File: config.mk
export PLATFORM = sky130hd
export DESIGN_NAME = register_file
export DESIGN_NICKNAME = d
export VERILOG_FILES = /design/src/verilog/map_pkg.sv /design/src/verilog/register_file.sv
export SDC_FILE = /design/constraint.sdc
export NUM_CORES = 1
export LEC_CHECK = 0
export BUFFER_PORTS_ARGS = -buffer_cell sky130_fd_sc_hd__clkbuf_2
export CAP_MARGIN = 20
export CORE_ASPECT_RATIO = 1.4
export CORE_MARGIN = 2
export CORE_UTILIZATION = 50
export DETAILED_ROUTE_END_ITERATION = 8
export GPL_TIMING_DRIVEN = 1
export PLACE_DENSITY = 0.76
export SYNTH_ARGS = -nofsm -noshare
export SYNTH_HDL_FRONTEND = slang
export SYNTH_SLANG_ARGS = --single-unit
File: constraint.sdc
create_clock -name hclk -period 1.8 [get_ports hclk]
set_input_delay 0.36 -clock hclk [delete_from_list [all_inputs] [get_ports hclk]]
set_output_delay 0.36 -clock hclk [all_outputs]
set_load 0.01 [all_outputs]
File: src/verilog/map_pkg.sv
// Slave memory map types
package map_pkg;

    // ------------------------------------------------------------
    // Regions and offsets
    // ------------------------------------------------------------

    // The region that a registered address falls into
    typedef enum logic [1:0] {
        REG_REGION = 2'd0,
        CMD_REGION = 2'd1,
        NO_REGION  = 2'd2
    } region_t;

    // Offset width inside a region, wide enough for the 256 word buffer
    localparam int TRANS_ADDR_WIDTH = 8;

    // ------------------------------------------------------------
    // Register indices
    // ------------------------------------------------------------

    // Control word, its value leaves the subsystem as ctrl
    localparam logic [1:0] REG_CTRL     = 2'd0;
    // Two general purpose scratch words
    localparam logic [1:0] REG_SCRATCH0 = 2'd1;
    localparam logic [1:0] REG_SCRATCH1 = 2'd2;
    // Read-only count of command buffer writes
    localparam logic [1:0] REG_STATUS   = 2'd3;

    // ------------------------------------------------------------
    // Decoder result
    // ------------------------------------------------------------

    // At most one of the two selects is high
    typedef struct packed {
        logic                        reg_en;
        logic                        cmd_en;
        logic [TRANS_ADDR_WIDTH-1:0] trans_addr;
    } decode_t;

endpackage

File: src/verilog/register_file.sv
// Control, scratch and status registers
module register_file
    import map_pkg::*;
#(
    parameter int DATA_WIDTH = 32
) (
    input  logic                  hclk,
    input  logic                  reset,
    input  logic                  write,
    input  logic [1:0]            addr,
    input  logic [DATA_WIDTH-1:0] wdata,
    input  logic                  cmd_write,
    output logic [DATA_WIDTH-1:0] rdata,
    output logic [DATA_WIDTH-1:0] ctrl
);

    logic [DATA_WIDTH-1:0] ctrl_q;
    logic [DATA_WIDTH-1:0] scratch0_q;
    logic [DATA_WIDTH-1:0] scratch1_q;
    logic [DATA_WIDTH-1:0] cmd_count_q;

    // ------------------------------------------------------------
    // Register updates
    // ------------------------------------------------------------

    always_ff @(posedge hclk) begin
        if (reset) begin
            ctrl_q      <= '0;
            scratch0_q  <= '0;
            scratch1_q  <= '0;
            cmd_count_q <= '0;
        end else begin
            if (write && addr == REG_CTRL) begin
                ctrl_q <= wdata;
            end
            if (write && addr == REG_SCRATCH0) begin
                scratch0_q <= wdata;
            end
            if (write && addr == REG_SCRATCH1) begin
                scratch1_q <= wdata;
            end
            // Counts at the same edge as the buffer write, bus writes are ignored
            if (cmd_write) begin
                cmd_count_q <= cmd_count_q + 1'b1;
            end
        end
    end

    // ------------------------------------------------------------
    // Read port
    // ------------------------------------------------------------

    always_comb begin
        case (addr)
            REG_CTRL:     rdata = ctrl_q;
            REG_SCRATCH0: rdata = scratch0_q;
            REG_SCRATCH1: rdata = scratch1_q;
            REG_STATUS:   rdata = cmd_count_q;
            default:      rdata = '0;
        endcase
    end

    // The control word drives the subsystem output directly
    assign ctrl = ctrl_q;

endmodule

==> impl_results.md <==
* Clk root buf: clkbuf_16
* DRC Markers at 0
* Initial DRC count at 339
* Cells after Synth at 642
* Dpl cell area at ~6500 um2
* Overall routed net length at 16.7 mm
* Routed Antenna Nets at 0
* Max cap viols at 0
* CP max-delay cell: mux4_2
* F_max at 548 MHz
* Post-synth top cells: nand2_1 (200), dfxtp_1 (128), a21oi_1 (112), clkbuf_1 (34), mux4_2 (32)
* Power share of the clock group at 0.503
* 1st-pass router iterations at 7
* Max IR drop VDD at 0.000693 V
* Num CTS Buffers at 17
* Net Count, Synth at 681
* WP buf/inv at 2
* Internal cell power at 5.39 mW
* Comb power frac at 0.078
* Final hold violation count at 0
* Initial antenna violation count at 0
* Final instance area at around 7400 um2
* Die H at 130 um
* PnR worst setup slack at -25.1 ps
* Clock sink count at 128
* Total gr overflow at 0
* Hold WS at 193 ps
* Pwr per Cell Area at between 900 and 1000 nW/um2
* Syn avg cell area at 8.81 um2
* Arr. time, crit path at approximately 1500 ps
* Post-Place Cells at ~870
* Tot GR Track Use at 0.282
* Final count of pins violating max slew at 0
* Non-Filler Instances at 917
* Register area at 2600 um2
* CTS H-tree lvls at 4
* CP peak stage delay at 460 ps
* Worst Path Max Fanout at 2
* Sequential Power Share at 0.420
* Post-synthesis sequential area ratio at 0.453
* Period utilization at 1.01
* IO Port Bufs at 101
* CP Class: flip-flop to output pin
* Max_slew headroom at 0.506
* Clk Latency, worst-skew pair at 420 ps
* Violated checks: negative setup slack
* Switching Share at 0.234
* Net Switching at 1.65 mW
* YS warnings at 0
* RePlAce Congestion at 0.825
* Unrepaired setup endpoints after global routing: true
* CTS tree: built
* Vias in the first global route at 5463
* Count leader, synth: nand2_1
* Share of the synthesized area in the top cell type at 0.453
* Yosys cell types at 37
* Post-synth EDFFs at 0
* DR WL/cell at 18.2 um
* Core ar. at 10900 um2
* Routed vias/inst at approximately 5.8
* Synth top area cells: dfxtp_1 (45%), nand2_1 (13%), mux4_2 (13%)
* DP HPWL at 10.6 mm
* Status: complete, but fails checks
* Die Footprint at roughly 12000 um2
* Flop and latch count out of synthesis at 128
* Pleak at around 2.9 nW
* CP Data Required Time at about 1400 ps
* Startpoint types: flip-flop
* Vias at 5354
* Synth area leader: dfxtp_1
* Ys flop type: dfxtp_1
* Row count at 45
* Layout cell share with drive strength beyond 1 at 0.338
* Period minus WS final at 1830 ps
* CP cell instances: buf_6 > mux4_2 > clkbuf_2
* Largest net degree at the start of global routing at 56
* Layout fillers at between 800 and 900
* Layout Nets at 802
* I/O Pins at 102
* Layout area overhead at 30.5%
* Tightest Hold Check Type: input pin to flip-flop
* CP top delay family: multiplexers
* Area occupied by multi-input gates at just under 3000 um2
* ANT cells at 0
* Number of setup violations in the final report at 8
* Max Root-Sink Buffers at 2
* Total Power Consumption at about 7.0 mW
* Cell Area, Synth at 5650 um2
* Ys async rst share at 0
* First-pass GRT wire length at 26.5 mm
* Initial core utilization at 0.518
* Clock slew at reported path FFs at around 60 ps
* Clock Skew at ~8.9 ps
* Worst-margin pin slew at between 700 and 800 ps
* Die width at 93.9 um
* Post-route core utilization at 0.675
* Crit. End Element: output pin
routing by layer:
layer,up-vias,global-route usage,share of wire
li1,2480,-,-
met1,2555,0.292,0.35
met2,264,0.518,0.54
met3,55,0.0658,0.065
met4,0,0.155,0.043
met5,-,0,0
stage by stage:
step                worst slack [ps]  TNS (ps)
finish                         -25.1      -136
global route                   -65.2      -420
CTS                            -62.2      -245
detailed placement              11.8         0
global placement                50.7         0
floorplan                       14.3         0
cells in the final DEF (no fill, tap or decap), drive strengths merged:
cell type	netlist	final
nor4	5	5
nand4	11	11
or2	1	1
o21ai	6	6
ha	1	1
buf	17	60
clkinv	0	7
and3b	1	1
a21oi	112	112
and2	2	2
nor3b	1	1
or4	10	10
or3b	1	1
clkbuf	34	112
bufinv	0	3
mux2	5	5
inv	5	5
clkinvlp	0	3
mux2i	1	1
mux4	32	32
nor2	19	19
and4	4	4
nand2	202	202
and3	5	5
o31ai	10	10
nand3b	1	1
or3	5	5
nand3	9	9
xnor2	1	1
xor2	9	9
or4b	1	1
dfxtp	128	128
nor2b	3	3
area by class of cell:
type / instances / share of cell area
sequential: 128 / 0.352
tap: 141 / 0.0239
multi-input combinational: 458 / 0.391
clock inverter: 13 / 0.0220
inverter: 5 / 0.00254
clock buffer: 19 / 0.0614
timing repair buffer: 153 / 0.148
cells by family after synthesis:
kind of cell,Yosys count,share of synthesized area
compound gates,128,0.118
flops,128,0.453
mux,38,0.139
fa+ha+maj,1,0.00221
xor+xnor,10,0.0155
simple gates,281,0.229
buf+inv,56,0.0436
timing repair:
item,CTS,global route
pin swaps,0,2
setup buffers,14,5
gates cloned,0,0
endpoints found under the setup margin,17,31
hold buffers,0,0
gates resized for setup,29,30
power groups by stage:
stage          sequential (mW)  combinational (mW)  clock, mW
3_3_place_gp              3.01               0.510          0
6_report                  2.95               0.546       3.54
5_1_grt                   2.96               0.587       3.69
3_5_place_dp              3.02               0.524          0
2_1_floorplan             3.01               0.289          0
4_1_cts                   2.96               0.536       3.55
tightest hold or removal path, cell delays in order:
cell and delay [ps]:
clkbuf_2 100, nand2_1 50, a21oi_1 50
path summary, 6_finish.rpt:
path | from | end | slack (ps) | cells past startpoint
setup / recovery | cmd_count_q[8] | rdata[8] | -30 | 3
hold / removal | wdata[1] | scratch1_q[1] | 190 | 3
setup reg to reg | cmd_count_q[14] | cmd_count_q[26] | 70 | 4
hold reg to reg | scratch0_q[21] | scratch0_q[21] | 450 | 2
registers in the layout, summed over array words and instances, names as in the netlist:
name	count
ctrl	32
cmd_count_q	32
scratch0_q	32
scratch1_q	32
Note: power is estimated with default switching activity, not from simulation.
