<file path="config.mk">
export PLATFORM = sky130hd
export DESIGN_NAME = address_decoder
export DESIGN_NICKNAME = d
export VERILOG_FILES = /design/src/verilog/ahb_pkg.sv /design/src/verilog/map_pkg.sv /design/src/verilog/address_decoder.sv
export SDC_FILE = /design/constraint.sdc
export NUM_CORES = 1
export LEC_CHECK = 0
export ABC_AREA = 0
export ABC_CLOCK_PERIOD_IN_PS = 1400
export BUFFER_PORTS_ARGS = -buffer_cell sky130_fd_sc_hd__buf_2
export CAP_MARGIN = 10
export CORE_AREA = 2 2 39 41
export DETAILED_ROUTE_END_ITERATION = 6
export DIE_AREA = 0 0 41 43
export SLEW_MARGIN = 20
export SYNTH_ARGS = -nofsm -noshare
export SYNTH_HDL_FRONTEND = slang
export SYNTH_SLANG_ARGS = --single-unit
</file>
<file path="constraint.sdc">
create_clock -name vclk -period 1.4
set_input_delay 0.28 -clock vclk [all_inputs]
set_output_delay 0.28 -clock vclk [all_outputs]
set_load 0.03 [all_outputs]
</file>
<file path="src/verilog/ahb_pkg.sv">
// AHB-lite bus types
package ahb_pkg;

    // ------------------------------------------------------------
    // Bus geometry
    // ------------------------------------------------------------

    // Address bus width is fixed because the memory map is tied to it
    localparam int ADDR_WIDTH = 32;

    // ------------------------------------------------------------
    // Transfer type
    // ------------------------------------------------------------

    // Encoding follows the AHB htrans field
    typedef enum logic [1:0] {
        IDLE   = 2'b00,
        BUSY   = 2'b01,
        NONSEQ = 2'b10,
        SEQ    = 2'b11
    } htrans_t;

    // ------------------------------------------------------------
    // Address phase request
    // ------------------------------------------------------------

    // One address phase as driven by the master and the interconnect
    typedef struct packed {
        // Slave select from the interconnect
        logic                  sel;
        // Transfer type, only NONSEQ and SEQ carry a transfer
        htrans_t               trans;
        // High for a write, low for a read
        logic                  write;
        // Byte address of the transfer
        logic [ADDR_WIDTH-1:0] addr;
    } ahb_req_t;

endpackage

</file>
<file path="src/verilog/map_pkg.sv">
// Slave memory map types
package map_pkg;

    // ------------------------------------------------------------
    // Regions and offsets
    // ------------------------------------------------------------

    // The region that a registered address falls into
    typedef enum logic [1:0] {
        REG_REGION = 2'd0,
        CMD_REGION = 2'd1,
        NO_REGION  = 2'd2
    } region_t;

    // Offset width inside a region, wide enough for the 256 word buffer
    localparam int TRANS_ADDR_WIDTH = 8;

    // ------------------------------------------------------------
    // Register indices
    // ------------------------------------------------------------

    // Control word, its value leaves the subsystem as ctrl
    localparam logic [1:0] REG_CTRL     = 2'd0;
    // Two general purpose scratch words
    localparam logic [1:0] REG_SCRATCH0 = 2'd1;
    localparam logic [1:0] REG_SCRATCH1 = 2'd2;
    // Read-only count of command buffer writes
    localparam logic [1:0] REG_STATUS   = 2'd3;

    // ------------------------------------------------------------
    // Decoder result
    // ------------------------------------------------------------

    // At most one of the two selects is high
    typedef struct packed {
        logic                        reg_en;
        logic                        cmd_en;
        logic [TRANS_ADDR_WIDTH-1:0] trans_addr;
    } decode_t;

endpackage

</file>
<file path="src/verilog/address_decoder.sv">
// Slave address decoder
module address_decoder
    import ahb_pkg::*;
    import map_pkg::*;
(
    input  logic [ADDR_WIDTH-1:0] slv_o_addr,
    output decode_t               decode
);

    // Register file occupies word indices 0 to 3
    localparam logic [8:0] REG_WORDS = 9'd4;
    // Command buffer ends just below word index 260
    localparam logic [8:0] CMD_END   = 9'd260;

    logic [8:0] word_idx;
    logic [8:0] cmd_idx;
    logic       aligned;
    region_t    region;

    // Word index taken from address bits 10 down to 2
    assign word_idx = slv_o_addr[10:2];
    // Only word transfers are mapped, so the byte lane bits must be zero
    assign aligned  = (slv_o_addr[1:0] == 2'b00);
    // Buffer offset counts from the first word after the registers
    assign cmd_idx  = word_idx - REG_WORDS;

    // ------------------------------------------------------------
    // Region select
    // ------------------------------------------------------------

    always_comb begin
        if (!aligned) begin
            region = NO_REGION;
        end else if (word_idx < REG_WORDS) begin
            region = REG_REGION;
        end else if (word_idx < CMD_END) begin
            region = CMD_REGION;
        end else begin
            region = NO_REGION;
        end
    end

    // ------------------------------------------------------------
    // Selects and offset
    // ------------------------------------------------------------

    always_comb begin
        // Unmapped addresses give no select and a zero offset
        decode = '0;
        case (region)
            REG_REGION: begin
                decode.reg_en     = 1'b1;
                decode.trans_addr = TRANS_ADDR_WIDTH'(word_idx[1:0]);
            end
            CMD_REGION: begin
                decode.cmd_en     = 1'b1;
                decode.trans_addr = cmd_idx[TRANS_ADDR_WIDTH-1:0];
            end
            default: begin
                decode = '0;
            end
        endcase
    end

endmodule

</file>
==> impl_summary.log, run 1 <==
[metrics] cell taking the most area after synthesis: sky130_fd_sc_hd__a211oi_1
[metrics] width of the die: 41 µm
[metrics] post-route clock period utilization: 1.26
[metrics] violations in the final reports: negative setup slack
[metrics] via total after detailed routing: about 340
[metrics] post-route worst hold slack: 919 ps
[metrics] RSZ-0062 raised after global routing: true
[metrics] Iter 0 DRT Violations: 2
[metrics] Post-Layout Cell Count: 78
[metrics] data arrival time of the worst path: 1490 ps
[metrics] Synth Instances: 30
[metrics] count of input and output buffers: 21
[metrics] site row count: 14
[metrics] count of synthesis-stage warnings from yosys: 0
[metrics] register area share after synthesis: 0
[metrics] TNS Setup: -2970 ps
[metrics] number of sequential storage elements: 0
[metrics] area after detailed placement: about 520 µm²
[metrics] critical-path cell with the highest stage delay: sky130_fd_sc_hd__or4_4
[metrics] via count of the first global-routing pass: roughly 330
[metrics] Avg Cell Area, Syn: ~7.0 µm²
[metrics] Setup Viol. Count Final: 10
[metrics] worst path buffer plus inverter count: 2
[metrics] max-slew violations: 0
[metrics] post-DP HPWL: 592 µm
[metrics] detailed-route wire length per cell: 10.3 µm
[metrics] Peak VDD IR: 0.130 mV
[metrics] initial core utilization: 0.153
[metrics] max frequency: 566 MHz
[metrics] Hold Path Class: in2out
[metrics] Post-layout nets: 97
[metrics] floorplan die area: 0.00176 mm²
[metrics] nature of the critical path startpoint: primary input
[metrics] crit path time final: 1770 ps
[metrics] cell family contributing the most delay on the critical path: simple AND/OR/NAND/NOR gates
[metrics] biggest cell delay along the critical path: 430 ps
[metrics] commonest cells in the netlist: 4 x sky130_fd_sc_hd__a211oi_1, 4 x sky130_fd_sc_hd__inv_1, 3 x sky130_fd_sc_hd__nor3b_1
[metrics] status: complete, but fails checks
[metrics] utilization after layout: 0.482
[metrics] netlist area before placement: approximately 210 µm²
[metrics] antenna cell count: 0
[metrics] number of antenna violations at the first check in global routing: 0
[metrics] first-pass iteration count of the detailed router: 2
[metrics] Synth area leaders: sky130_fd_sc_hd__a211oi_1 14%, sky130_fd_sc_hd__nor3b_1 11%, sky130_fd_sc_hd__nor4_4 10%
[metrics] Data required, critical path: 1120 ps
[metrics] Critical Path End Type: output port
[metrics] fraction of final layout cells with drive strength greater than 1: 0.823
[metrics] Worst Max-Slew Pin Slew: 420 ps
[metrics] power per cell area: approximately 250 mW/mm²
[metrics] ANT nets after route: 0
[metrics] Std-Cell Core Area: 0.00138 mm²
[metrics] pin count of the biggest net entering global routing: 11
[metrics] count of pins on the block boundary: 42
[metrics] dpl cells: 75
[metrics] min setup slack post-route: -366 ps
[metrics] # clk buffers: 0
[metrics] Syn Nets: 63
[metrics] count of different cell masters after synthesis: 20
[metrics] overflow left after global routing: 0
[metrics] GRT Total Usage: 0.100
[metrics] reported max-cap violation count: 0
[metrics] worst path cell trace: buf_8 > or3_4 > or4_4 > a31oi_4 > buf_6
[metrics] vias per inst: 4.40
[metrics] highest net fanout along the worst path: 3
[metrics] gp weighted congestion: 0.666
[metrics] die boundary height: 43 µm
[metrics] signed area change from the synthesized netlist to the final layout: 215%
[metrics] startpoint-to-endpoint class of the critical path: in2out
[metrics] final hold violation count: 0
[metrics] first-pass GRT wire length: 1.30 mm
[metrics] area used by sequential logic in the layout: 0 µm²
[metrics] area fraction of the dominant cell type after synthesis: 0.142
[metrics] WL final: 800 µm
[metrics] tightest slew margin relative to the limit: 0.720
[metrics] static leakage power: about 0.29 nW
[metrics] CTS hold repair buffers: 0
[metrics] DRC violations left: 0
[metrics] post-route cell area: 667 µm²
## path summary, 6_finish.rpt
| path | slack, ps | end | start | cells past startpoint |
|---|---|---|---|---|
| hold / removal | 920 | decode[2] | slv_o_addr[4] | 4 |
| setup / recovery | -370 | decode[5] | slv_o_addr[6] | 5 |
## layout by cell type (no fill, tap or decap)
cell type                  instances
sky130_fd_sc_hd__nor3b_2           3
sky130_fd_sc_hd__nand3_4           1
sky130_fd_sc_hd__buf_12            1
sky130_fd_sc_hd__nor4_4            1
sky130_fd_sc_hd__buf_8             3
sky130_fd_sc_hd__xnor2_1           2
sky130_fd_sc_hd__or3_4             1
sky130_fd_sc_hd__a21o_1            1
sky130_fd_sc_hd__nand2_4           1
sky130_fd_sc_hd__nor2_1            1
sky130_fd_sc_hd__buf_4            10
sky130_fd_sc_hd__a211oi_4          4
sky130_fd_sc_hd__a211o_1           1
sky130_fd_sc_hd__a31oi_4           1
sky130_fd_sc_hd__inv_1             4
sky130_fd_sc_hd__ha_1              1
sky130_fd_sc_hd__or2_2             1
sky130_fd_sc_hd__or4_4             1
sky130_fd_sc_hd__a21boi_4          1
sky130_fd_sc_hd__nand3b_1          1
sky130_fd_sc_hd__buf_2             8
sky130_fd_sc_hd__a21oi_2           2
sky130_fd_sc_hd__nor3_4            1
sky130_fd_sc_hd__buf_6            11
## final cells by class
type	instances	area (µm²)
fillers	132	717
multi-input cells	25	328
repair buffers	33	304
well taps	16	20.0
inverters	4	15.0
## power by group
part           switching (mW)  internal [mW]
clock network               0              0
logic                  0.0822         0.0842
registers                   0              0
## per-stage QoR
stage / power (mW) / setup slack [ps]
floorplan: 0.0756 / -233
global placement: 0.135 / -439
detailed placement: 0.136 / -442
CTS: 0.162 / -366
global route: 0.179 / -395
finish: 0.166 / -366
## kinds of logic (layout without fill, tap and decap cells)
group                    Yosys count  after routing  share of synthesized area
AO/OA/AOI/OAI                     10             10                      0.331
XOR/XNOR                           2              2                     0.0829
adder cells (fa/ha/maj)            1              1                     0.0592
buffers and inverters              5             37                      0.107
AND/OR/NAND/NOR                   12             12                      0.420
## layer usage
metal,part of all wire,up-vias,track usage
met5,0,-,0
met4,0,0,0
met3,0.078,0,0.00524
met2,0.57,13,0.172
met1,0.35,154,0.141
li1,-,176,-
## timing repair
action / CTS / global route
buffers inserted: 3 / 0
pin swaps: 7 / 8
setup endpoints to repair: 10 / 10
gates resized for setup: 32 / 5
cloned: 0 / 0
(Power assumes the default switching activity.)
==> inputs of run 2 (changes only) <==
--- a/config.mk
+++ b/config.mk
@@ -6,7 +6,7 @@
 export NUM_CORES = 1
 export LEC_CHECK = 0
 export ABC_AREA = 0
-export ABC_CLOCK_PERIOD_IN_PS = 1400
+export ABC_CLOCK_PERIOD_IN_PS = 1700
 export BUFFER_PORTS_ARGS = -buffer_cell sky130_fd_sc_hd__buf_2
 export CAP_MARGIN = 10
 export CORE_AREA = 2 2 39 41
==> constraint.sdc (replaced) <==
create_clock -name vclk -period 1.7
set_input_delay 0.34 -clock vclk [all_inputs]
set_output_delay 0.34 -clock vclk [all_outputs]
set_load 0.03 [all_outputs]
==> impl_summary.log, run 2 (synthesis results as in run 1) <==
[metrics] via count of the first global-routing pass: 317 (-3.1%)
[metrics] min setup slack post-route: -183 ps (+183 ps)
[metrics] width of the die: 41 µm (unchanged)
[metrics] antenna cell count: 0 (unchanged)
[metrics] via total after detailed routing: 350 (+2.0%)
[metrics] Worst Max-Slew Pin Slew: 338 ps (-82.2 ps)
[metrics] crit path time final: approximately 1900 ps
[metrics] detailed-routed wire length on met3: 56 µm (-9.7%)
[metrics] count of pins on the block boundary: 42 (unchanged)
[metrics] DRC violations left: 0 (unchanged)
[metrics] overflow left after global routing: 0 (unchanged)
[metrics] RSZ-0062 raised after global routing: true
[metrics] Post-layout nets: 97 (unchanged)
[metrics] post-route worst hold slack: 1070 ps (+147 ps)
[metrics] GRT Total Usage: 0.0920 (-0.00840)
[metrics] data arrival time of the worst path: 1540 ps (+50 ps)
[metrics] first-pass GRT wire length: 1.22 mm (-5.9%)
[metrics] status: complete, but fails checks
[metrics] most common library cell in the layout ignoring fill and taps: sky130_fd_sc_hd__buf_4
[metrics] tightest slew margin relative to the limit: 0.775 (+0.0548)
[metrics] highest metal used: met3
[metrics] die boundary height: 43 µm (unchanged)
[metrics] Post-CTS Setup Bufs: 0 (-3)
[metrics] first-pass iteration count of the detailed router: 2 (unchanged)
[metrics] startpoint-to-endpoint class of the critical path: in2out
[metrics] overall power consumption: 0.118 mW (-29%)
[metrics] floorplan die area: 0.00176 mm² (unchanged)
[metrics] Hold Path Class: in2out
[metrics] Setup Viol. Count Final: 10 (unchanged)
[metrics] initial core utilization: 0.153 (unchanged)
[metrics] violations in the final reports: negative setup slack
[metrics] metal2 WL: 386 µm (-16%)
[metrics] pre-CTS WS: -238 ps (+204 ps)
[metrics] pin count of the biggest net entering global routing: 11 (unchanged)
[metrics] Std-Cell Core Area: 0.00138 mm² (unchanged)
[metrics] gp weighted congestion: 0.686 (+3.0%)
[metrics] max-slew violations: 0 (unchanged)
[metrics] max frequency: 531 MHz
[metrics] Iter 0 DRT Violations: 2 (unchanged)
[metrics] highest net fanout along the worst path: 2 (-1)
[metrics] count of input and output buffers: 21 (unchanged)
[metrics] site row count: 14 (unchanged)
[metrics] fraction of final layout cells with drive strength greater than 1: 0.774 (-0.0484)
[metrics] number of sequential storage elements: 0 (unchanged)
[metrics] Peak VDD IR: 0.0769 mV (-41%)
[metrics] number of antenna violations at the first check in global routing: 0 (unchanged)
[metrics] CTS hold repair buffers: 0 (unchanged)
[metrics] TNS Setup: -1250 ps (+1720 ps)
[metrics] final hold violation count: 0 (unchanged)
[metrics] # clk buffers: 0 (unchanged)
[metrics] reported max-cap violation count: 0 (unchanged)
[metrics] Critical Path End Type: output port
[metrics] met1 routed wirelength after detailed routing: 365 µm (+31%)
[metrics] most frequent cells in the layout: 13 x sky130_fd_sc_hd__buf_4, 10 x sky130_fd_sc_hd__buf_6, 9 x sky130_fd_sc_hd__buf_2, 4 x sky130_fd_sc_hd__inv_1, 3 x sky130_fd_sc_hd__a211oi_2
[metrics] power per cell area: 203 mW/mm² (-18%)
[metrics] vias per inst: 4.49 (+2.0%)
[metrics] signed area change from the synthesized netlist to the final layout: 173%
[metrics] static leakage power: 0.250 nW (-13%)
[metrics] detailed-route wire length per cell: 10.4 µm (+1.0%)
[metrics] post-route clock period utilization: 1.11
[metrics] Data required, critical path: 1360 ps (+240 ps)
[metrics] post-DP HPWL: 627 µm (+5.9%)
[metrics] WL final: 808 µm (+1.0%)
[metrics] ANT nets after route: 0 (unchanged)
[metrics] nature of the critical path startpoint: primary input
[metrics] area used by sequential logic in the layout: 0 µm² (unchanged)
## run 2: repair_timing
item,in CTS,in global routing
gates resized for setup,21,6
pin swaps,5,5
endpoints found under the setup margin,10,10
gates cloned,0,0
## run 2: cell type report
class / instances / area (µm²)
multi-input cells: 25 / 268
inverters: 4 / 15.0
well taps: 16 / 20.0
repair buffers: 33 / 275
fillers: 148 / 806
## run 2: critical path: stages
cell and delay (ps):
sky130_fd_sc_hd__buf_6 100, sky130_fd_sc_hd__or3_4 380, sky130_fd_sc_hd__or4_4 440, sky130_fd_sc_hd__a31oi_4 140
sky130_fd_sc_hd__buf_6 150
## run 2: worst paths after layout
kind     startpoint        end  slack (ps)  cells past startpoint
min   slv_o_addr[3]  decode[1]        1070                      3
max   slv_o_addr[6]  decode[5]        -180                      5
## run 2: stage by stage
step	util	cells	area, µm²
after floorplan	-	30	258
after global routing	0.418	78	578
after global placement	0.345	78	478
after detailed placement	0.345	78	478
final	0.418	78	578
after CTS	0.393	78	544
## run 2: metal layers
layer / global-route usage / vias up
li1: - / 178
met1: 0.146 / 159
met2: 0.144 / 13
met3: 0 / 0
met4: 0 / 0
met5: 0 / -
## run 2: power breakdown
| part | switching (mW) | total (mW) | internal [mW] |
|---|---|---|---|
| registers | 0 | 0 | 0 |
| logic | 0.0577 | 0.118 | 0.0599 |
| clock network | 0 | 0 | 0 |
| total | 0.0577 | 0.118 | 0.0599 |
