===== config.mk =====
export PLATFORM = sky130hd
export DESIGN_NAME = ahb_slave_if
export DESIGN_NICKNAME = d
export VERILOG_FILES = /design/src/verilog/ahb_pkg.sv /design/src/verilog/map_pkg.sv /design/src/verilog/ahb_slave_if.sv
export SDC_FILE = /design/constraint.sdc
export NUM_CORES = 1
export LEC_CHECK = 0
export BUFFER_PORTS_ARGS = -buffer_cell sky130_fd_sc_hd__buf_2
export CORE_AREA = 2 2 95 97
export CTS_BUF_LIST = sky130_fd_sc_hd__clkbuf_8
export CTS_CLUSTER_DIAMETER = 80
export CTS_CLUSTER_SIZE = 14
export DETAILED_ROUTE_END_ITERATION = 16
export DIE_AREA = 0 0 97 99
export PLACE_DENSITY = 0.67
export RECOVER_POWER = 50
export SKIP_LAST_GASP = 1
export SYNTH_ARGS = -nofsm -noshare
export SYNTH_HDL_FRONTEND = slang
export SYNTH_SLANG_ARGS = --single-unit

===== constraint.sdc =====
create_clock -name hclk -period 1.2 [get_ports hclk]
set_clock_uncertainty 0.1 [all_clocks]
set_input_delay 0.12 -clock hclk [delete_from_list [all_inputs] [get_ports hclk]]
set_output_delay 0.12 -clock hclk [all_outputs]
set_load 0.1 [all_outputs]

===== src/verilog/ahb_pkg.sv =====
// AHB-lite bus types
package ahb_pkg;

    // ------------------------------------------------------------
    // Bus geometry
    // ------------------------------------------------------------

    // Address bus width is fixed because the memory map is tied to it
    localparam int ADDR_WIDTH = 32;

    // ------------------------------------------------------------
    // Transfer type
    // ------------------------------------------------------------

    // Encoding follows the AHB htrans field
    typedef enum logic [1:0] {
        IDLE   = 2'b00,
        BUSY   = 2'b01,
        NONSEQ = 2'b10,
        SEQ    = 2'b11
    } htrans_t;

    // ------------------------------------------------------------
    // Address phase request
    // ------------------------------------------------------------

    // One address phase as driven by the master and the interconnect
    typedef struct packed {
        // Slave select from the interconnect
        logic                  sel;
        // Transfer type, only NONSEQ and SEQ carry a transfer
        htrans_t               trans;
        // High for a write, low for a read
        logic                  write;
        // Byte address of the transfer
        logic [ADDR_WIDTH-1:0] addr;
    } ahb_req_t;

endpackage


===== src/verilog/map_pkg.sv =====
// Slave memory map types
package map_pkg;

    // ------------------------------------------------------------
    // Regions and offsets
    // ------------------------------------------------------------

    // The region that a registered address falls into
    typedef enum logic [1:0] {
        REG_REGION = 2'd0,
        CMD_REGION = 2'd1,
        NO_REGION  = 2'd2
    } region_t;

    // Offset width inside a region, wide enough for the 256 word buffer
    localparam int TRANS_ADDR_WIDTH = 8;

    // ------------------------------------------------------------
    // Register indices
    // ------------------------------------------------------------

    // Control word, its value leaves the subsystem as ctrl
    localparam logic [1:0] REG_CTRL     = 2'd0;
    // Two general purpose scratch words
    localparam logic [1:0] REG_SCRATCH0 = 2'd1;
    localparam logic [1:0] REG_SCRATCH1 = 2'd2;
    // Read-only count of command buffer writes
    localparam logic [1:0] REG_STATUS   = 2'd3;

    // ------------------------------------------------------------
    // Decoder result
    // ------------------------------------------------------------

    // At most one of the two selects is high
    typedef struct packed {
        logic                        reg_en;
        logic                        cmd_en;
        logic [TRANS_ADDR_WIDTH-1:0] trans_addr;
    } decode_t;

endpackage


===== src/verilog/ahb_slave_if.sv =====
// AHB-lite slave bus interface
module ahb_slave_if
    import ahb_pkg::*;
    import map_pkg::*;
#(
    parameter int DATA_WIDTH = 32
) (
    input  logic                  hclk,
    input  logic                  reset,
    input  ahb_req_t              req,
    input  logic                  hready,
    input  logic [DATA_WIDTH-1:0] hwdata,
    input  decode_t               decode,
    input  logic [DATA_WIDTH-1:0] reg_rdata,
    input  logic [DATA_WIDTH-1:0] cmd_rdata,
    output logic [ADDR_WIDTH-1:0] slv_o_addr,
    output logic                  reg_write,
    output logic                  cmd_write,
    output logic [DATA_WIDTH-1:0] wdata,
    output logic [DATA_WIDTH-1:0] hrdata
);

    logic accept;
    logic write_q;
    logic first_q;
    logic data_phase;

    // ------------------------------------------------------------
    // Address phase
    // ------------------------------------------------------------

    // A transfer needs the slave selected, an active type and the bus ready
    assign accept = hready && req.sel && (req.trans == NONSEQ || req.trans == SEQ);

    always_ff @(posedge hclk) begin
        if (reset) begin
            slv_o_addr <= '0;
            write_q    <= 1'b0;
            first_q    <= 1'b0;
            data_phase <= 1'b0;
        end else begin
            // High only in the first cycle after an accepted address phase
            first_q <= accept;
            // Low hready stretches the data phase that is under way
            if (hready) begin
                data_phase <= accept;
            end
            // Address and direction stay put until the next accepted transfer
            if (accept) begin
                slv_o_addr <= req.addr;
                write_q    <= req.write;
            end
        end
    end

    // ------------------------------------------------------------
    // Data phase writes
    // ------------------------------------------------------------

    // Strobes fire once per write, and unmapped writes raise neither one
    assign reg_write = first_q && write_q && decode.reg_en;
    assign cmd_write = first_q && write_q && decode.cmd_en;

    // Write data comes straight from the bus in the data phase
    assign wdata = hwdata;

    // ------------------------------------------------------------
    // Read data
    // ------------------------------------------------------------

    always_comb begin
        if (data_phase && decode.reg_en) begin
            hrdata = reg_rdata;
        end else if (data_phase && decode.cmd_en) begin
            hrdata = cmd_rdata;
        end else begin
            // Unmapped reads and idle cycles return zero
            hrdata = '0;
        end
    end

endmodule


==> impl_metrics.env, run 1 <==
export IMPL_outcome="finished with violations"
export IMPL_failed_checks="setup timing"
export IMPL_cp_arrival_ns=1.22
export IMPL_syn_to_final_growth_pct=101
export IMPL_rsz0062_at_grt="yes"
export IMPL_h_tree_depth=2
export IMPL_endpoint_kind="output pin"
export IMPL_vias_per_cell=4.53
export IMPL_numCtsBuffers=5
export IMPL_power_uw=3520
export IMPL_avgSynthCellArea_um2=8.47
export IMPL_grt_total_usage_pct=15.8
export IMPL_crit_fanout=17
export IMPL_ys_warn_count=0
export IMPL_ys_seq_area_share_pct=28.1
export IMPL_synth_top_cell_by_area="dfxtp_1"
export IMPL_antenna_cells=0
export IMPL_first_iter_violations=16
export IMPL_worst_slew_pin_slew_ns=0.475
export IMPL_dpl_cell_area_mm2=0.00462
export IMPL_powerDensity_mw_per_mm2=703
export IMPL_hold_viol=0
export IMPL_synth_cells=294
export IMPL_finalCriticalPeriod_ns=1.44
export IMPL_cts_tree="built"
export IMPL_vias=2543
export IMPL_start_util_pct=29.1
export IMPL_routed_wirelength_um=7660
export IMPL_cts_path_max_buffers=2
export IMPL_num_io_pins=243
export IMPL_clk_pin_slew_ns=0.07
export IMPL_fin_area_mm2=0.00501
export IMPL_synth_area_mm2=0.00249
export IMPL_layout_drive_gt1_share_pct=56.7
export IMPL_port_buffers=169
export IMPL_dp_hpwl_um=5650
export IMPL_max_freq_mhz=693
export IMPL_dieArea_mm2=0.00960
export IMPL_drv_cap=0
export IMPL_fillers=721
export IMPL_yosys_cell_types_count=16
export IMPL_yosys_top_cells_area="dfxtp_1 (28%), nand2b_1 (17%), mux2i_1 (13%), buf_4 (9.9%), nand3b_1 (9.6%)"
export IMPL_drc=0
export IMPL_grt_start_max_net_pins=37
export IMPL_drt_pass1_iterations=4
export IMPL_period_share_pct=120
export IMPL_hp_class="in -> reg"
export IMPL_netlist_area_leader_share_pct=28.1
export IMPL_ys_ff_latch=35
export IMPL_critical_path_class="reg -> out"
export IMPL_peakVddDrop_uv=945
export IMPL_wire_per_inst_um=13.7
export IMPL_grt_first_pass_wirelength_um=12600
export IMPL_core_area_mm2=0.00855
export IMPL_insertion_delay_ns=0.28
export IMPL_grt_pass1_vias=2696
export IMPL_antenna_found_initial=0
export IMPL_die_width_um=97
export IMPL_max_slew_margin_pct=68.3
export IMPL_tns_ns=-7.45
export IMPL_cts_root_buffer="clkbuf_8"
export IMPL_p_leak_uw=0.00195
export IMPL_fin_nets=597
export IMPL_whs_ns=0.00550
export IMPL_setup_viol=32
export IMPL_slew_viol_final=0
export IMPL_critical_path_required_ns=0.98
export IMPL_grt_ovfl_total=0
export IMPL_setup_ws_ns=-0.244
export IMPL_std_cell_rows=34
export IMPL_gp_congestion=0.706
export IMPL_cts_sinks=35
export IMPL_die_h_um=99
export IMPL_cp_start_kind="register"
export IMPL_final_antenna_net_count=0
export IMPL_syn_nets=439
## cells in the mapped netlist
library cell / instances
a21boi_1: 11
buf_12: 3
nand2_1: 32
nand2b_1: 67
and3_1: 3
a21boi_0: 21
buf_6: 1
buf_4: 33
a21oi_1: 1
mux2i_1: 33
nor2_1: 1
nand3b_1: 32
nand3_1: 1
buf_2: 10
dfxtp_1: 35
clkbuf_1: 10
## registers in the layout, summed over array words and instances (netlist names)
name        count
data_phase      1
write_q         1
first_q         1
slv_o_addr     32
## layer usage
layer	share of wire, %	GRT usage [%]	up-vias
li1	-	-	1248
met1	36	16.3	1142
met2	51	29.4	143
met3	11	6.88	10
met4	1.3	4.01	0
met5	0	0	-
## kinds of logic after synthesis
| logic type | Yosys count | synth area share (%) |
|---|---|---|
| and+or+nand+nor | 136 | 32.4 |
| muxes | 33 | 13.3 |
| AOI/OAI and AO/OA | 33 | 9.85 |
| buffers and inverters | 57 | 16.3 |
| DFF | 35 | 28.1 |
## stage by stage
step	setup WS [ns]	util (%)	cells
2_1_floorplan	-0.167	-	294
3_3_place_gp	-0.0165	54.1	524
3_5_place_dp	-0.0438	54.1	524
4_1_cts	-0.284	58.8	560
5_1_grt	-0.304	58.5	561
6_report	-0.244	58.5	561
## worst max-delay path: stages (launching register included)
cell and delay (ns):
dfxtp_4 0.39, buf_12 0.15, a21boi_4 0.20, buf_12 0.19
## power breakdown
part	internal, uW	leakage (uW)	switching [uW]	total (uW)
combinational	600	0.00159	738	1340
clock	515	0.0000557	412	927
sequential	1210	0.000301	44.1	1250
## final cells by class
| cell class | count | area [um2] | share of cell area, % |
|---|---|---|---|
| Clock inverter | 1 | 3.75 | 0.0750 |
| Sequential cell | 35 | 747 | 14.9 |
| Tap cell | 108 | 135 | 2.70 |
| Clock buffer | 7 | 96.3 | 1.92 |
| Timing Repair Buffer | 208 | 2270 | 45.4 |
| Multi-Input combinational cell | 202 | 1750 | 35.0 |
## worst paths after layout
path,from,end,slack (ns),cells past startpoint
max,data_phase$_SDFFE_PP0P_,hrdata[15],-0.24,3
max reg2reg,data_phase$_SDFFE_PP0P_,data_phase$_SDFFE_PP0P_,0.18,4
min,req[2],slv_o_addr[2]$_SDFFE_PP0P_,0.006,3
min reg2reg,slv_o_addr[0]$_SDFFE_PP0P_,slv_o_addr[0]$_SDFFE_PP0P_,0.39,2
## layout by cell type (no fill, tap or decap), types with 2 or more instances in the layout
cell and n:
buf_4 4, mux2i_1 33, clkbuf_2 2, buf_12 71, nand2b_1 67, nand2_1 32
clkbuf_8 7, dfxtp_2 34, buf_2 102, dlygate4sd3_1 26, and3_4 2, nand3b_1 32
a21boi_4 32
## timing repair
item                       CTS  global route
hold buffers                26             0
setup endpoints to repair   34            34
gates resized for setup      6             0
cloned                       1             0
setup buffers                1             1
hold endpoints to repair    26             0
Power figures use the tool's default switching activity.
==> run 2: changes to the inputs <==
HOLD_SLACK_MARGIN = 0.06   (was unset)
==> impl_metrics.env, run 2 (synthesis gave the netlist of run 1 again) <==
export IMPL_crit_buf_inv=2
export IMPL_max_freq_mhz=693
export IMPL_cts_tree="built"
export IMPL_pwr_share_comb_pct=38.7
export IMPL_grt_start_max_net_pins=37
export IMPL_failed_checks="setup timing"
export IMPL_vias_per_cell=4.57
export IMPL_cp_cell_sequence="buf_12 -> a21boi_4 -> buf_12"
export IMPL_powerDensity_mw_per_mm2=696
export IMPL_largest_reg_flops=32
export IMPL_dpl_cell_area_mm2=0.00462
export IMPL_grt_first_pass_wirelength_um=13400
export IMPL_setup_viol=32
export IMPL_slowest_delay_ns=0.39
export IMPL_drt_pass1_iterations=3
export IMPL_r2r_start="data_phase$_SDFFE_PP0P_"
export IMPL_rr_worst_depth=4
export IMPL_final_util_pct=60.1
export IMPL_cp_start_kind="register"
export IMPL_p_clk_share_pct=26.2
export IMPL_reg2reg_slack_ns=0.18
export IMPL_die_width_um=97
export IMPL_switchingPower_uw=1220
export IMPL_dp_cells=524
export IMPL_wire_per_inst_um=14.3
export IMPL_vias=2612
export IMPL_clk_pin_slew_ns=0.07
export IMPL_critical_path_required_ns=0.98
export IMPL_gp_congestion=0.706
export IMPL_h_tree_depth=2
export IMPL_switching_share_pct=34.1
export IMPL_finalCriticalPeriod_ns=1.44
export IMPL_hold_viol=0
export IMPL_p_leak_uw=0.00200
export IMPL_slew_viol_final=0
export IMPL_path_common_cell="buf_12"
export IMPL_numCtsBuffers=5
export IMPL_grt_ovfl_total=0
export IMPL_seqPwrFrac_pct=35.1
export IMPL_cts_sinks=35
export IMPL_crit_fanout=17
export IMPL_path_delay_family="flip-flops"
export IMPL_port_buffers=169
export IMPL_critical_path_class="reg -> out"
export IMPL_cp_arrival_ns=1.22
export IMPL_holdPathStages=3
export IMPL_num_io_pins=243
export IMPL_hp_class="in -> reg"
export IMPL_rr_endpoint="data_phase$_SDFFE_PP0P_"
export IMPL_std_cell_rows=34
export IMPL_cts_path_max_buffers=2
export IMPL_antenna_cells=0
export IMPL_dieArea_mm2=0.00960
export IMPL_die_h_um=99
export IMPL_layout_drive_gt1_share_pct=55.7
export IMPL_dp_hpwl_um=5650
export IMPL_layout_commonest_cell="buf_2"
export IMPL_post_place_ws_ns=-0.0438
export IMPL_endpoint_kind="output pin"
export IMPL_final_antenna_net_count=0
export IMPL_grt_total_usage_pct=16.9
export IMPL_final_cell_mix="buf_2 (102), buf_12 (73), nand2b_1 (67), dlygate4sd3_1 (36), dfxtp_2 (34)"
export IMPL_peakVddDrop_uv=904
export IMPL_max_slew_margin_pct=85.5
export IMPL_largest_register="slv_o_addr"
export IMPL_worst_slew_pin_slew_ns=0.217
export IMPL_stdcell_count=571
export IMPL_core_area_mm2=0.00855
export IMPL_fin_nets=607
export IMPL_power_uw=3570
export IMPL_worst_hold_path_endpoint="first_q$_SDFF_PP0_"
export IMPL_outcome="finished with violations"
export IMPL_crit_slowest_cell="dfxtp_4"
export IMPL_setup_ws_ns=-0.243
export IMPL_routed_wirelength_um=8160
export IMPL_insertion_delay_ns=0.28
export IMPL_antenna_found_initial=0
export IMPL_syn_to_final_growth_pct=106
export IMPL_first_iter_violations=14
export IMPL_cts_root_buffer="clkbuf_8"
export IMPL_period_share_pct=120
export IMPL_internal_power_uw=2360
export IMPL_start_util_pct=29.1
export IMPL_rsz0062_at_grt="yes"
export IMPL_drc=0
export IMPL_fin_area_mm2=0.00514
export IMPL_holdCritStartpoint="reset"
export IMPL_drv_cap=0
export IMPL_grt_pass1_vias=2795
==> run 2: cell count changes in the layout (fill, tap and decap cells not counted) <==
| cell | before | now |
|---|---|---|
| and3_1 | 1 | 0 |
| and3_2 | 0 | 1 |
| buf_12 | 71 | 73 |
| buf_4 | 4 | 5 |
| clkbuf_2 | 2 | 0 |
| clkbuf_4 | 1 | 0 |
| dlygate4sd3_1 | 26 | 36 |
==> run 2: layout make-up <==
class	instances	area [um2]
clock inverter	1	3.75
timing repair buffer	218	2400
sequential	35	747
multi-input combinational	202	1750
clock buffer	7	96.3
fill	705	3410
tap	108	135
==> run 2: worst max-delay path by stage <==
| stage | from | end | slack [ns] | cells past startpoint |
|---|---|---|---|---|
| 2_1_floorplan | decode[8] | hrdata[19] | -0.17 | 4 |
| 3_3_place_gp | decode[9] | hrdata[25] | -0.02 | 5 |
| 3_5_place_dp | decode[9] | hrdata[30] | -0.04 | 5 |
| 4_1_cts | data_phase$_SDFFE_PP0P_ | hrdata[0] | -0.28 | 3 |
| 5_1_grt | data_phase$_SDFFE_PP0P_ | hrdata[15] | -0.30 | 3 |
| 6_report | data_phase$_SDFFE_PP0P_ | hrdata[15] | -0.24 | 3 |
==> run 2: stage by stage <==
step / setup TNS, ns / hold WS (ns)
after floorplan: -4.80 / 0.167
after global placement: -0.117 / 0.141
after detailed placement: -0.497 / 0.141
after CTS: -8.55 / 0.101
after global routing: -9.31 / 0.134
final: -7.45 / 0.117
==> run 2: tightest hold or removal path: cells and delay by family <==
family / cells / cell delay (ns)
buffers and inverters: 2 / 0.27
AND/OR/NAND/NOR: 1 / 0.06
==> run 2: routing by layer <==
| metal | vias up | GRT usage, % | wire, um |
|---|---|---|---|
| met2 | 145 | 32.1 | 4290 |
| met4 | 0 | 4.23 | 110 |
| met1 | 1184 | 17.1 | 2890 |
| met3 | 12 | 7.23 | 864 |
| met5 | - | 0 | 0 |
| li1 | 1271 | - | - |
==> run 2: power groups by stage <==
| stage | Clock, uW | Sequential (uW) | Combinational [uW] |
|---|---|---|---|
| floorplan | 0 | 1530 | 1040 |
| global placement | 0 | 1280 | 1260 |
| detailed placement | 0 | 1280 | 1280 |
| CTS | 963 | 1250 | 1380 |
| global route | 1010 | 1260 | 1460 |
| finish | 937 | 1250 | 1380 |
==> run 2: what timing repair did <==
item                                    4_1_cts  5_1_grt
buffers inserted                              1        1
resized for setup                             6        0
hold endpoints to repair                     35        0
hold buffers                                 36        0
endpoints found under the setup margin       34       34
cloned                                        1        0
==> run 3: changes to the inputs <==
CTS_CLUSTER_DIAMETER = unset   (was 80)
TNS_END_PERCENT = 10   (was unset)
==> impl_metrics.env, run 3 (synthesis gave the netlist of run 1 again) <==
export IMPL_outcome="finished with violations"
export IMPL_failed_checks="setup timing"
export IMPL_endpoint_kind="output pin"
export IMPL_p_clk_share_pct=24.6
export IMPL_cts_tree="built"
export IMPL_peakVddDrop_uv=585
export IMPL_antenna_cells=0
export IMPL_fillers=727
export IMPL_max_freq_mhz=689
export IMPL_r2r_start="slv_o_addr[22]$_SDFFE_PP0P_"
export IMPL_grt_start_max_net_pins=38
export IMPL_rr_worst_depth=2
export IMPL_critical_path_class="reg -> out"
export IMPL_layout_drive_gt1_share_pct=48.3
export IMPL_final_cell_mix="buf_2 (103), buf_12 (72), nand2b_1 (67), dlygate4sd3_1 (36), dfxtp_1 (34)"
export IMPL_rr_endpoint="slv_o_addr[22]$_SDFFE_PP0P_"
export IMPL_cts_root_buffer="clkbuf_8"
export IMPL_max_slew_margin_pct=83.2
export IMPL_final_antenna_net_count=0
export IMPL_drt_pass1_iterations=5
export IMPL_vias=2617
export IMPL_cts_sinks=35
export IMPL_std_cell_rows=34
export IMPL_powerDensity_mw_per_mm2=688
export IMPL_first_iter_violations=41
export IMPL_switching_share_pct=34.6
export IMPL_setup_viol=34
export IMPL_largest_reg_flops=32
export IMPL_pwr_share_comb_pct=39.5
export IMPL_regArea_um2=704
export IMPL_dieArea_mm2=0.00960
export IMPL_vias_per_cell=4.61
export IMPL_grt_pass1_vias=2863
export IMPL_switchingPower_uw=1200
export IMPL_cp_start_kind="register"
export IMPL_gp_congestion=0.808
export IMPL_power_uw=3470
export IMPL_p_leak_uw=0.00196
export IMPL_holdPathStages=0
export IMPL_critical_path_required_ns=0.98
export IMPL_grt_ovfl_total=0
export IMPL_antenna_found_initial=0
export IMPL_post_place_ws_ns=-0.0627
export IMPL_die_h_um=99
export IMPL_drc=0
export IMPL_cp_arrival_ns=1.23
export IMPL_layout_commonest_cell="buf_2"
export IMPL_port_buffers=169
export IMPL_num_io_pins=243
export IMPL_multi_input_comb_area_mm2=0.00175
export IMPL_wire_per_inst_um=14.7
export IMPL_period_share_pct=121
export IMPL_fin_nets=605
export IMPL_finalCriticalPeriod_ns=1.45
export IMPL_h_tree_depth=2
export IMPL_holdCritStartpoint="hwdata[16]"
export IMPL_grt_first_pass_wirelength_um=13500
export IMPL_worst_slew_pin_slew_ns=0.252
export IMPL_cts_path_max_buffers=2
export IMPL_die_width_um=97
export IMPL_final_util_pct=59.0
export IMPL_internal_power_uw=2270
export IMPL_slew_viol_final=0
export IMPL_dp_hpwl_um=6070
export IMPL_worst_hold_path_endpoint="wdata[16]"
export IMPL_syn_to_final_growth_pct=103
export IMPL_grt_total_usage_pct=17.0
export IMPL_core_area_mm2=0.00855
export IMPL_hp_class="in -> out"
export IMPL_largest_register="slv_o_addr"
export IMPL_numCtsBuffers=5
export IMPL_drv_cap=0
export IMPL_clk_pin_slew_ns=0.06
export IMPL_rsz0062_at_grt="yes"
export IMPL_routed_wirelength_um=8340
export IMPL_reg2reg_slack_ns=0.40
export IMPL_crit_fanout=16
export IMPL_seqPwrFrac_pct=35.9
export IMPL_start_util_pct=29.1
export IMPL_insertion_delay_ns=0.28
export IMPL_setup_ws_ns=-0.252
export IMPL_hold_viol=0
-- run 3: layout make-up --
type | instances | share of cell area (%)
sequential | 35 | 14.0
tap | 108 | 2.68
clock buffer | 6 | 1.64
clock inverter | 1 | 0.0992
timing repair buffer | 216 | 47.1
multi-input combinational | 202 | 34.6
-- run 3: worst max-delay path, cell delays in order (launching register included) --
cell      delay [ns]
dfxtp_4         0.39
buf_12          0.15
a21boi_4        0.21
buf_12          0.19
-- run 3: worst max path at each step --
| stage | slack (ns) | start | depth (start not counted) | to |
|---|---|---|---|---|
| 2_1_floorplan | -0.23 | decode[8] | 3 | cmd_write |
| 3_3_place_gp | -0.03 | decode[9] | 5 | hrdata[22] |
| 3_5_place_dp | -0.06 | decode[9] | 5 | hrdata[22] |
| 4_1_cts | -0.28 | data_phase$_SDFFE_PP0P_ | 3 | hrdata[28] |
| 5_1_grt | -0.31 | data_phase$_SDFFE_PP0P_ | 3 | hrdata[28] |
| 6_report | -0.25 | data_phase$_SDFFE_PP0P_ | 3 | hrdata[14] |
-- run 3: stage by stage --
stage	cell area [um2]	hold slack [ns]	instances	TNS, ns
floorplan	2890	0.169	294	-9.35
global placement	4570	0.141	524	-0.418
detailed placement	4570	0.141	524	-0.829
CTS	5050	0.141	568	-8.72
global route	5050	0.141	568	-9.44
finish	5050	0.140	568	-7.65
-- run 3: per-layer routing --
metal  global-route usage (%)  wire [um]  vias to the layer above  share of wire, %
li1                         -          -                     1261                 -
met1                     17.8       3120                     1195                37
met2                     31.9       4220                      156                51
met3                     7.23        936                        5                11
met4                     3.25         59                        0              0.71
met5                        0          0                        -                 0
-- run 3: power by group through the flow --
stage	Combinational [uW]	Sequential, uW	Clock [uW]
finish	1370	1250	856
CTS	1370	1250	900
detailed placement	1270	1270	0
global placement	1250	1270	0
floorplan	1040	1520	0
global route	1440	1250	932
-- run 3: repair_timing --
item,CTS,global route
endpoints found under the setup margin,34,34
resized for setup,2,0
hold buffers,36,0
pin swaps,0,0
setup buffers,0,0
gates cloned,1,0
hold endpoints to repair,35,0
